[config.mk]
export PLATFORM = sky130hd
export DESIGN_NAME = cnn_quad
export DESIGN_NICKNAME = d
export VERILOG_FILES = /design/src/common/quad_pkg.sv /design/src/hdl/prefetch_fifo.sv /design/src/hdl/weight_table.sv /design/src/hdl/mac_engine.sv /design/src/hdl/quad_ctrl.sv /design/src/hdl/cnn_quad.sv
export VERILOG_INCLUDE_DIRS = /design/src /design/src/common
export SDC_FILE = /design/constraint.sdc
export NUM_CORES = 1
export LEC_CHECK = 0
export ABC_AREA = 1
export CORE_MARGIN = 10
export CORE_UTILIZATION = 40
export CTS_BUF_LIST = sky130_fd_sc_hd__clkbuf_2
export CTS_CLUSTER_DIAMETER = 80
export DETAILED_ROUTE_END_ITERATION = 10
export DONT_BUFFER_PORTS = 1
export SETUP_SLACK_MARGIN = 0.5
export SLEW_MARGIN = 20
export SYNTH_ARGS = -nofsm -noshare
export SYNTH_HDL_FRONTEND = slang
export SYNTH_SLANG_ARGS = --single-unit
[constraint.sdc]
create_clock -name clk_core -period 10.6 [get_ports clk_core]
set_input_delay 0.53 -clock clk_core [delete_from_list [all_inputs] [get_ports clk_core]]
set_output_delay 0.53 -clock clk_core [all_outputs]
set_load 0.02 [all_outputs]
[src/common/quad_params.svh]
`ifndef QUAD_PARAMS_SVH
`define QUAD_PARAMS_SVH

//////////////////////////////////////////////////
// Data path widths
//////////////////////////////////////////////////

// Signed pixel and weight words
`define QUAD_PIXEL_WIDTH    16
`define QUAD_WEIGHT_WIDTH   16

// Accumulator, two and a half words
`define QUAD_ACC_WIDTH      40

// Result is the low word of the accumulator
`define QUAD_RESULT_WIDTH   16

//////////////////////////////////////////////////
// Storage depths
//////////////////////////////////////////////////
`define QUAD_MAX_KERNEL     16
`define QUAD_PFB_DEPTH      16
`define QUAD_RESULT_DEPTH   4

`endif

[src/common/quad_pkg.sv]
`include "quad_params.svh"

package quad_pkg;

    // Stream words
    typedef logic signed [`QUAD_PIXEL_WIDTH-1:0]  pixel_t;
    typedef logic signed [`QUAD_WEIGHT_WIDTH-1:0] weight_t;
    typedef logic [`QUAD_RESULT_WIDTH-1:0]        result_t;

    // Running window sum
    typedef logic signed [`QUAD_ACC_WIDTH-1:0]    acc_t;

    // Job word, low bits of job_parameters
    //   [4:0]   kernel_size, 1 to 16
    //   [13:5]  num_windows
    //   [14]    relu_en
    typedef struct packed {
        logic       relu_en;
        logic [8:0] num_windows;
        logic [4:0] kernel_size;
    } job_params_t;

    // Job controller states
    typedef enum logic [2:0] {
        ST_IDLE      = 3'd0,
        ST_FETCH_REQ = 3'd1,
        ST_FETCH     = 3'd2,
        ST_DRAIN     = 3'd3,
        ST_COMPLETE  = 3'd4
    } ctrl_state_t;

endpackage

[src/hdl/prefetch_fifo.sv]
module prefetch_fifo #(
    parameter type payload_t = quad_pkg::pixel_t,
    parameter int  depth     = 4
) (
    input  logic                           clk_core,
    input  logic                           rst,
    input  logic                           push,
    input  payload_t                       push_data,
    input  logic                           pop,
    output payload_t                       pop_data,
    output logic                           empty,
    output logic                           full,
    output logic [$clog2(depth+1)-1:0]     count
);

    localparam int ptr_width = $clog2(depth);

    payload_t               mem [depth];
    logic [ptr_width-1:0]   wr_ptr;
    logic [ptr_width-1:0]   rd_ptr;
    logic                   do_push;
    logic                   do_pop;

    // A full buffer still takes a push when the head leaves in the same cycle
    assign do_pop   = pop && !empty;
    assign do_push  = push && (!full || do_pop);

    assign empty    = (count == '0);
    assign full     = (count == depth);
    assign pop_data = mem[rd_ptr];

    //////////////////////////////////////////////////
    // Pointers and occupancy
    //////////////////////////////////////////////////
    always_ff @(posedge clk_core) begin
        if (rst) begin
            wr_ptr <= '0;
            rd_ptr <= '0;
            count  <= '0;
        end else begin
            if (do_push) begin
                wr_ptr <= (wr_ptr == ptr_width'(depth - 1)) ? '0 : wr_ptr + 1'b1;
            end
            if (do_pop) begin
                rd_ptr <= (rd_ptr == ptr_width'(depth - 1)) ? '0 : rd_ptr + 1'b1;
            end
            case ({do_push, do_pop})
                2'b10:   count <= count + 1'b1;
                2'b01:   count <= count - 1'b1;
                default: count <= count;
            endcase
        end
    end

    // Storage
    always_ff @(posedge clk_core) begin
        if (do_push) begin
            mem[wr_ptr] <= push_data;
        end
    end

endmodule

[src/hdl/weight_table.sv]
`include "quad_params.svh"

module weight_table (
    input  logic                                clk_core,
    input  logic                                rst,
    input  logic                                wr_en,
    input  quad_pkg::weight_t                   wr_data,
    input  logic                                wr_restart,
    input  logic [$clog2(`QUAD_MAX_KERNEL)-1:0] rd_addr,
    output quad_pkg::weight_t                   rd_data
);

    import quad_pkg::*;

    localparam int addr_width = $clog2(`QUAD_MAX_KERNEL);

    weight_t                mem [`QUAD_MAX_KERNEL];
    logic [addr_width-1:0]  wr_ptr;

    // Write pointer, back to entry 0 for each new job
    always_ff @(posedge clk_core) begin
        if (rst) begin
            wr_ptr <= '0;
        end else if (wr_restart) begin
            wr_ptr <= '0;
        end else if (wr_en) begin
            wr_ptr <= wr_ptr + 1'b1;
        end
    end

    //////////////////////////////////////////////////
    // Table storage, registered read
    //////////////////////////////////////////////////
    always_ff @(posedge clk_core) begin
        if (wr_en) begin
            mem[wr_ptr] <= wr_data;
        end
        rd_data <= mem[rd_addr];
    end

endmodule

[src/hdl/mac_engine.sv]
`include "quad_params.svh"

module mac_engine (
    input  logic                                    clk_core,
    input  logic                                    rst,
    input  logic                                    job_active,
    input  quad_pkg::job_params_t                   cfg,
    input  logic                                    pfb_empty,
    input  quad_pkg::pixel_t                        pfb_data,
    output logic                                    pfb_pop,
    output logic [$clog2(`QUAD_MAX_KERNEL)-1:0]     weight_addr,
    input  quad_pkg::weight_t                       weight_data,
    input  logic [$clog2(`QUAD_RESULT_DEPTH+1)-1:0] res_count,
    output logic                                    res_push,
    output quad_pkg::result_t                       res_data,
    output logic                                    window_done
);

    import quad_pkg::*;

    localparam int tap_width = $clog2(`QUAD_MAX_KERNEL);

    logic [tap_width-1:0]                   tap;
    logic                                   tap_last;
    logic [$clog2(`QUAD_RESULT_DEPTH+1):0]  res_pending;
    pixel_t                                 relu_pixel;

    // Stage 1, popped pixel waiting for its weight
    logic                                   s1_valid;
    logic                                   s1_last;
    pixel_t                                 s1_pixel;

    // Stage 2, registered product
    logic                                   s2_valid;
    logic                                   s2_last;
    acc_t                                   s2_prod;

    acc_t                                   acc;
    acc_t                                   acc_sum;

    //////////////////////////////////////////////////
    // Pop control
    //////////////////////////////////////////////////

    // Results in the buffer plus window ends still in the pipeline
    assign res_pending = res_count
                       + (s1_valid && s1_last)
                       + (s2_valid && s2_last)
                       + res_push;

    assign pfb_pop     = job_active && !pfb_empty && (res_pending <= `QUAD_RESULT_DEPTH - 2);
    assign tap_last    = ({1'b0, tap} == cfg.kernel_size - 5'd1);
    assign weight_addr = tap;

    // ReLU clamps negative pixels to zero
    assign relu_pixel  = (cfg.relu_en && pfb_data[`QUAD_PIXEL_WIDTH-1]) ? '0 : pfb_data;

    assign acc_sum     = acc + s2_prod;
    assign window_done = res_push;

    //////////////////////////////////////////////////
    // Tap counter and valid flags
    //////////////////////////////////////////////////
    always_ff @(posedge clk_core) begin
        if (rst || !job_active) begin
            tap      <= '0;
            s1_valid <= 1'b0;
            s1_last  <= 1'b0;
            s2_valid <= 1'b0;
            s2_last  <= 1'b0;
            acc      <= '0;
            res_push <= 1'b0;
        end else begin
            if (pfb_pop) begin
                tap <= tap_last ? '0 : tap + 1'b1;
            end
            s1_valid <= pfb_pop;
            s1_last  <= tap_last;
            s2_valid <= s1_valid;
            s2_last  <= s1_last;
            res_push <= s2_valid && s2_last;

            // Sum restarts at zero after the last tap of a window
            if (s2_valid) begin
                acc <= s2_last ? '0 : acc_sum;
            end
        end
    end

    // Data path, weight arrives one cycle after the pop
    always_ff @(posedge clk_core) begin
        s1_pixel <= relu_pixel;
        s2_prod  <= s1_pixel * weight_data;
        res_data <= acc_sum[`QUAD_RESULT_WIDTH-1:0];
    end

endmodule

[src/hdl/quad_ctrl.sv]
module quad_ctrl (
    input  logic                    clk_core,
    input  logic                    rst,
    input  logic                    job_start,
    input  logic [127:0]            job_parameters,
    output logic                    job_accept,
    output logic                    job_fetch_request,
    input  logic                    job_fetch_ack,
    input  logic                    job_fetch_complete,
    output logic                    job_complete,
    input  logic                    job_complete_ack,
    input  logic                    pixel_valid,
    input  logic                    pfb_full,
    output logic                    pfb_push,
    output logic                    pixel_ready,
    input  logic                    weight_valid,
    output logic                    weight_ready,
    input  logic                    window_done,
    input  logic                    res_empty,
    output logic                    job_active,
    output quad_pkg::job_params_t   cfg
);

    import quad_pkg::*;

    ctrl_state_t                        state;
    logic [$bits(cfg.num_windows)-1:0]  windows_seen;
    logic                               all_done;

    //////////////////////////////////////////////////
    // Stream ready signals
    //////////////////////////////////////////////////

    // Pixels only while fetching and the prefetch buffer has room
    assign pixel_ready  = (state == ST_FETCH) && pixel_valid && !pfb_full;
    assign pfb_push     = pixel_ready;

    // Weights load only between jobs
    assign weight_ready = (state == ST_IDLE) && weight_valid;

    // Every window counted and its result taken by the host
    assign all_done     = (windows_seen == cfg.num_windows) && res_empty;

    //////////////////////////////////////////////////
    // Job FSM
    //////////////////////////////////////////////////
    always_ff @(posedge clk_core) begin
        if (rst) begin
            state             <= ST_IDLE;
            job_accept        <= 1'b0;
            job_fetch_request <= 1'b0;
            job_complete      <= 1'b0;
            job_active        <= 1'b0;
            windows_seen      <= '0;
        end else begin
            job_accept <= 1'b0;

            // Finished windows of the current job
            if (job_accept) begin
                windows_seen <= '0;
            end else if (window_done) begin
                windows_seen <= windows_seen + 1'b1;
            end

            case (state)
                ST_IDLE: begin
                    if (job_start) begin
                        job_accept <= 1'b1;
                        state      <= ST_FETCH_REQ;
                    end
                end
                ST_FETCH_REQ: begin
                    // Active from here, in step with the registered job word
                    job_active <= 1'b1;
                    if (!job_fetch_request) begin
                        job_fetch_request <= 1'b1;
                    end else if (job_fetch_ack) begin
                        job_fetch_request <= 1'b0;
                        state             <= ST_FETCH;
                    end
                end
                ST_FETCH: begin
                    if (job_fetch_complete) begin
                        state <= ST_DRAIN;
                    end
                end
                ST_DRAIN: begin
                    if (all_done) begin
                        job_complete <= 1'b1;
                        state        <= ST_COMPLETE;
                    end
                end
                ST_COMPLETE: begin
                    if (job_complete_ack) begin
                        job_complete <= 1'b0;
                        job_active   <= 1'b0;
                        state        <= ST_IDLE;
                    end
                end
                default: begin
                    state <= ST_IDLE;
                end
            endcase
        end
    end

    // Job word captured during the accept pulse
    always_ff @(posedge clk_core) begin
        if (job_accept) begin
            cfg <= job_params_t'(job_parameters[$bits(job_params_t)-1:0]);
        end
    end

endmodule

[src/hdl/cnn_quad.sv]
`include "quad_params.svh"

module cnn_quad (
    input  logic                clk_core,
    input  logic                rst,

    // Job handshake
    input  logic                job_start,
    output logic                job_accept,
    input  logic [127:0]        job_parameters,
    output logic                job_fetch_request,
    input  logic                job_fetch_ack,
    input  logic                job_fetch_complete,
    output logic                job_complete,
    input  logic                job_complete_ack,

    // Kernel weights
    input  logic                weight_valid,
    output logic                weight_ready,
    input  logic [127:0]        weight_data,

    // Pixel stream
    input  logic                pixel_valid,
    output logic                pixel_ready,
    input  logic [127:0]        pixel_data,

    // Window results
    output logic                result_valid,
    input  logic                result_accept,
    output quad_pkg::result_t   result_data
);

    import quad_pkg::*;

    logic                                       job_active;
    job_params_t                                cfg;
    logic                                       pfb_push;
    logic                                       pfb_pop;
    logic                                       pfb_empty;
    logic                                       pfb_full;
    pixel_t                                     pfb_head;
    logic [$clog2(`QUAD_MAX_KERNEL)-1:0]        weight_addr;
    weight_t                                    weight_rd;
    logic                                       res_push;
    result_t                                    res_data;
    logic [$clog2(`QUAD_RESULT_DEPTH+1)-1:0]    res_count;
    logic                                       res_empty;
    logic                                       window_done;

    assign result_valid = !res_empty;

    //////////////////////////////////////////////////
    // Job control
    //////////////////////////////////////////////////
    quad_ctrl ctrl_i (
        .clk_core           (clk_core),
        .rst                (rst),
        .job_start          (job_start),
        .job_parameters     (job_parameters),
        .job_accept         (job_accept),
        .job_fetch_request  (job_fetch_request),
        .job_fetch_ack      (job_fetch_ack),
        .job_fetch_complete (job_fetch_complete),
        .job_complete       (job_complete),
        .job_complete_ack   (job_complete_ack),
        .pixel_valid        (pixel_valid),
        .pfb_full           (pfb_full),
        .pfb_push           (pfb_push),
        .pixel_ready        (pixel_ready),
        .weight_valid       (weight_valid),
        .weight_ready       (weight_ready),
        .window_done        (window_done),
        .res_empty          (res_empty),
        .job_active         (job_active),
        .cfg                (cfg)
    );

    // Weight ready is only high with a valid beat, so it doubles as the write strobe
    weight_table weight_table_i (
        .clk_core   (clk_core),
        .rst        (rst),
        .wr_en      (weight_ready),
        .wr_data    (weight_data[`QUAD_WEIGHT_WIDTH-1:0]),
        .wr_restart (job_accept),
        .rd_addr    (weight_addr),
        .rd_data    (weight_rd)
    );

    //////////////////////////////////////////////////
    // Pixel path and results
    //////////////////////////////////////////////////
    prefetch_fifo #(
        .payload_t  (pixel_t),
        .depth      (`QUAD_PFB_DEPTH)
    ) pixel_fifo (
        .clk_core   (clk_core),
        .rst        (rst),
        .push       (pfb_push),
        .push_data  (pixel_data[`QUAD_PIXEL_WIDTH-1:0]),
        .pop        (pfb_pop),
        .pop_data   (pfb_head),
        .empty      (pfb_empty),
        .full       (pfb_full),
        .count      ()
    );

    mac_engine mac_i (
        .clk_core    (clk_core),
        .rst         (rst),
        .job_active  (job_active),
        .cfg         (cfg),
        .pfb_empty   (pfb_empty),
        .pfb_data    (pfb_head),
        .pfb_pop     (pfb_pop),
        .weight_addr (weight_addr),
        .weight_data (weight_rd),
        .res_count   (res_count),
        .res_push    (res_push),
        .res_data    (res_data),
        .window_done (window_done)
    );

    // Pop is ignored while empty, so result_accept alone drives it
    prefetch_fifo #(
        .payload_t  (result_t),
        .depth      (`QUAD_RESULT_DEPTH)
    ) result_fifo (
        .clk_core   (clk_core),
        .rst        (rst),
        .push       (res_push),
        .push_data  (res_data),
        .pop        (result_accept),
        .pop_data   (result_data),
        .empty      (res_empty),
        .full       (),
        .count      (res_count)
    );

endmodule

# ---- Word-level counts from Yosys, hierarchy flattened
# Memories as Yosys holds them, arrays and structs flattened. A register that Yosys moved wholly into a read port is not among the register bits.
# Cells that the tools add are included.
dict set report classes {
  n_addsub 16
  mul 1
  eq_ne 22
  n_reduce_logical 33
  mux 32
  bitwise_logic 1
  magnitude_cmp 1
}
# cell count
set op_table {}
lappend op_table {{adder 40 bit} 1}
lappend op_table {{two-way mux 40 bit} 1}
lappend op_table {{multiplier 16 x 16 -> 32 bit} 1}
lappend op_table {{two-way mux 4 bit} 5}
lappend op_table {{two-way mux 3 bit} 6}
lappend op_table {{adder 4 x 1 -> 4 bit, second input constant} 4}
lappend op_table {{case mux 3 bit (5 select lines)} 1}
lappend op_table {{logical AND 1 bit} 13}
lappend op_table {{two-way mux 1 bit} 11}
lappend op_table {{case mux 5 bit (2 select lines)} 1}
lappend op_table {{subtractor 5 x 1 -> 5 bit, second input constant} 2}
lappend op_table {{adder 9 x 1 -> 9 bit, second input constant} 1}
lappend op_table {{== test 9 bit} 1}
lappend op_table {{adder 4 x 1 -> 4 bit} 2}
lappend op_table {{== test 2 bit, second input constant} 4}
lappend op_table {{== test 4 bit, second input constant} 2}
lappend op_table {{two-way mux 2 bit} 4}
lappend op_table {{!= test 2 bit, second input constant} 4}
lappend op_table {{nonzero test 2 bit} 4}
lappend op_table {{== test 3 x 2 -> 1 bit, second input constant} 2}
lappend op_table {{== test 3 bit, second input constant} 2}
lappend op_table {{zero test 3 bit} 2}
lappend op_table {{case mux 3 bit (2 select lines)} 1}
lappend op_table {{AND reduction 6 bit} 1}
lappend op_table {{19 further kinds} 30}
dict set report totals {
  in_bits 393
  memories 3
  ramBits 576
  register_bits 176
  wordCells 135
}
# name depth width rd rd_ports_with_merged_regs wr line_no
set memory_table {}
lappend memory_table {pixel_fifo.mem 16 16 1 1 1 prefetch_fifo.sv:18} ;# payload_t mem [depth];
lappend memory_table {weight_table_i.mem 16 16 1 1 1 weight_table.sv:17} ;# weight_t mem [`QUAD_MAX_KERNEL];
lappend memory_table {result_fifo.mem 4 16 1 1 1 prefetch_fifo.sv:18}

# ---- Logic depth before layout (Yosys ltp)
dict set report logic_depth {
  depth_word 11
  mapped_depth 29
  ltp_nobuf 27
}

# ---- Hierarchy
# Synthesis repeated with hierarchy kept, for this count alone.
dict set report hier_totals {
  cells_unflattened 3466
  area_unflattened_um2 34717.0
}
# mod seq_area_each_um2 cells_each area_per_inst_um2 n_inst
set modules_own_cells {}
lappend modules_own_cells {weight_table 8087.8 1099 11576.1 1}
lappend modules_own_cells {{prefetch_fifo at pixel_fifo} 8027.7 944 11332.1 1}
lappend modules_own_cells {mac_engine 1461.4 1029 7546.0 1}
lappend modules_own_cells {{prefetch_fifo at result_fifo} 2102.0 221 2854.0 1}
lappend modules_own_cells {quad_ctrl 770.7 172 1405.1 1}
lappend modules_own_cells {cnn_quad 0.0 1 3.8 1}

# ---- Worst setup path after synthesis
# No wires, ideal clock.
dict set report synth_path {
  path_type {reg2reg}
  start {register weight_table_i.rd_data[1] (read register of weight_table_i.mem)}
  end {register mac_i.s2_prod[15]}
  setup_time_ns 0.112
  t_required_ns 10.488
  path_stages_with_launch 24
  arrival_time_ns 4.876
  slack_ns 5.612
  cell_sequence {dfxtp_1 buf_2 clkbuf_1 nand2_1 fa_1 fa_1 inv_1 fa_1 inv_1 fa_1 inv_1 fa_1 inv_1 fa_1 inv_1 ha_1 nand2_1 nor2_1 nand2_1 o211ai_1 a31oi_1 inv_1 nand3_1 nand2_1}
}
dict set report synth_via {
  elab_chain_cells 1
}
# element line_no
set synth_rtl {}
lappend synth_rtl {{from (decl)} weight_table.sv:10} ;# output quad_pkg::weight_t rd_data
lappend synth_rtl {{multiplier 16 x 16 -> 32 bit} mac_engine.sv:93} ;# s2_prod <= s1_pixel * weight_data;
lappend synth_rtl {{to (signal assigned)} mac_engine.sv:93}
lappend synth_rtl {{to (decl)} mac_engine.sv:36} ;# acc_t s2_prod;
# No other way between the ends.
# A chain may end at the register's enable or synchronous reset.

# ---- Final worst setup path
dict set report layout_path {
  start {register weight_table_i.rd_data[2] (read register of weight_table_i.mem)}
  end {register mac_i.s2_prod[15]}
}
# Same word-level chain as after synthesis.

==> impl_metrics.yaml <==
status:
  outcome: "completed"
clocking:
  cts_made_buffers: 184
  clk_path_buf_depth: 3
  cts_hold_buf: 103
  clk_pin_slew_ps: 90
  cts.sinks: 726
  postCtsSetupBuffers: 0
  clkLatencyLatePin_ps: 1440
  cts_tree: "done"
  cts.htree.levels: 4
  cts.repair.resized: 0
  cts-root-buf: "clkbuf_2"
place:
  dp_hpwl_um: 47700
  dpl_cell_area_sq_um: 34200
  post-place-ws_ps: 4940
  gp_congestion: 0.873
  portBuffers: 0
critical_path:
  critPathLaunch: "weight_table_i.rd_data[2]$_DFF_P_"
  cp.required_ps: 11880
  critPathArrivalTime_ps: 7090
  cp_slowest_cell: "dfxtp_1"
  path_cells: "nand2_1 > fa_1 > fa_1 > inv_1 > fa_1 > inv_1 > fa_1 > inv_1 > fa_1 > inv_1 > fa_1 > inv_1 > ha_1 > nand2_1 > nor2_1 > nand2_1 > o211ai_1 > a31oi_1 > inv_1 > nand3_1 > nand2_1"
  critPathMaxStageDelay_ps: 810
  timing.rr.start: "weight_table_i.rd_data[2]$_DFF_P_"
  path_max_fanout: 15
  startpoint_type: "flip-flop"
  cp-end-kind: "flip-flop"
  crit_type: "reg2reg"
cells_and_area:
  nets: 3649
  syn_to_final_growth_pct: 11.3
  fillCellCount: 7450
  final_area_sq_um: 36900
  layout-drive-gt1-share_pct: 12.1
yosys:
  synthTopCellsByCount: "edfxtp_1 (591), nand2_1 (395), inv_1 (373)"
  yosys.area.top_type: "edfxtp_1"
  synth_top_area_share_pct: 53.5
  syn_nets: 3455
  ys_ff_latch: 726
  post_synth.cell_area_avg_sq_um: 11.5
  netlist_area_sq_um: 33200
  synth_edf_count: 591
  yosys_most_used_dff: "edfxtp_1"
  syn_inst: 2879
  synth_cell_types: 47
  async_reset_ff_share_pct: 0
  yosysMostFrequentCell: "edfxtp_1"
  ys_seq_area_share_pct: 61.6
  synth_area_leaders: "edfxtp_1 (53%), dfxtp_1 (8.1%), fa_1 (5.1%)"
  ys_warn_count: 0
sta:
  fin_crit_ps: 5810
  setup_tns_ps: 0
  tightest_slew_ps: 1130
  fin_crit_sh_pct: 54.8
  skew_ps: 129
  hold_violations: 0
  report.final.slew_viol_count: 0
  setup_viol: 0
  slew_headroom_pct: 24.4
  timing.final.ws_setup_ps: 4790
  fmax_ghz: 0.172
  rsz0062_at_grt: "no"
min_path:
  hp-start: "pixel_data[9]"
  hp-class: "in2reg"
grt:
  use_met3_pct: 3.89
  grt_use_met1_pct: 20.3
  grt_pass1_vias: 21900
  antenna_found_initial: 7
  grt_pass1_wl_um: 120000
  global_route.usage.met2_pct: 26.7
  busiest_layer: "met2"
  grt_remaining_overflow: 0
  grt_start_max_net_pins: 86
  track_usage_pct: 16.1
routing:
  drt-total-wl_um: 76900
  first_pass_iters: 7
  drtIter0Drc: 1463
  num_vias: 21800
  ant_nets: 0
  wire_per_inst_um: 18.0
  post-route-drc-count: 0
  via_per_inst: 5.09
floorplan:
  rows: 105
  start_util_pct: 40.4
  dieArea_sq_um: 94900
  die_w_um: 308
  die_y_um: 308
  ios: 415
  core_area_sq_um: 82100
power:
  power_mw: 11.7
  p_per_area_nw_per_um2: 317
  leakage_nw: 14.2
  vdd_ir_drop_max_mv: 0.590
job:
  cap_violations: 0
## critical path: cells and delay by family, from the launching register on
family	cells	cell delay (ps)
buf+inv	6	330
compound gates	2	490
flops	1	810
simple gates	6	590
fa+ha+maj	7	3430
## cells by family after synthesis
group           share of synthesized area (%)
flops                                    61.6
compound gates                           9.90
simple gates                             8.96
xor+xnor                                 1.16
buf+inv                                  6.36
mux                                      3.20
fa+ha+maj                                8.80
## path summary, 6_finish.rpt
check / to / slack (ps) / cells past startpoint
setup / recovery: mac_i.s2_prod[15]$_DFF_P_ / 4790 / 21
hold / removal: pixel_fifo.mem[9][9]$_DFFE_PP_ / 110 / 1
setup reg to reg: mac_i.s2_prod[15]$_DFF_P_ / 4790 / 21
hold reg to reg: mac_i.res_data[0]$_DFF_P_ / 420 / 1
## per-layer routing
layer | part of all wire [%] | up-vias
li1 | - | 10400
met1 | 43 | 10600
met2 | 49 | 626
met3 | 5.8 | 137
met4 | 2.2 | 2
met5 | 0.016 | -
## stage by stage
step	utilization, %	cells	hold WS [ps]
final	45.0	4284	112
after global routing	45.0	4283	38.1
after CTS	44.9	4273	2.08
after detailed placement	41.7	3854	420
after global placement	41.7	3854	419
after floorplan	-	2879	408
## sequential cells by signal (all words and copies together), names as in the netlist, 2 cells and up, named ones only
name and cells:
ctrl_i.cfg 15, ctrl_i.state 3, ctrl_i.windows_seen 9, mac_i.acc 16
mac_i.res_data 16, mac_i.s1_pixel 16, mac_i.s2_prod 16, mac_i.weight_addr 4
pixel_fifo.count 5, pixel_fifo.mem 256, pixel_fifo.rd_ptr 4, pixel_fifo.wr_ptr 4
result_fifo.count 3, result_fifo.mem 64, result_fifo.rd_ptr 2, result_fifo.wr_ptr 2
weight_table_i.mem 256, weight_table_i.rd_data 16, weight_table_i.wr_ptr 4
## layout make-up
type / count / area (sq um) / area share, %
multi-input cells: 1644 / 10800 / 29.1
flip-flops and latches: 726 / 20500 / 55.4
clock inverters: 38 / 240 / 0.650
clock buffers: 278 / 1390 / 3.77
repair buffers: 139 / 1300 / 3.52
well taps: 1070 / 1340 / 3.62
inverters: 378 / 1420 / 3.84
diodes: 11 / 27.5 / 0.0745
## power by group
part           switching [mW]  internal, mW
registers               0.269          3.39
logic                    3.84          2.38
clock network            1.10         0.732
## placed cells by master (no fill, tap or decap), drive strengths merged, types with 29 or more instances in the layout
cell / instances
nand2: 395
mux2i: 106
dlygate4sd3: 103
ha: 99
o221ai: 45
fa: 84
edfxtp: 591
nand3: 64
a21oi: 139
clkbuf: 278
nor2: 266
dfxtp: 135
buf: 36
o21ai: 257
o211ai: 55
inv: 384
clkinv: 29
No activity file was read; power rests on OpenSTA's default activity.
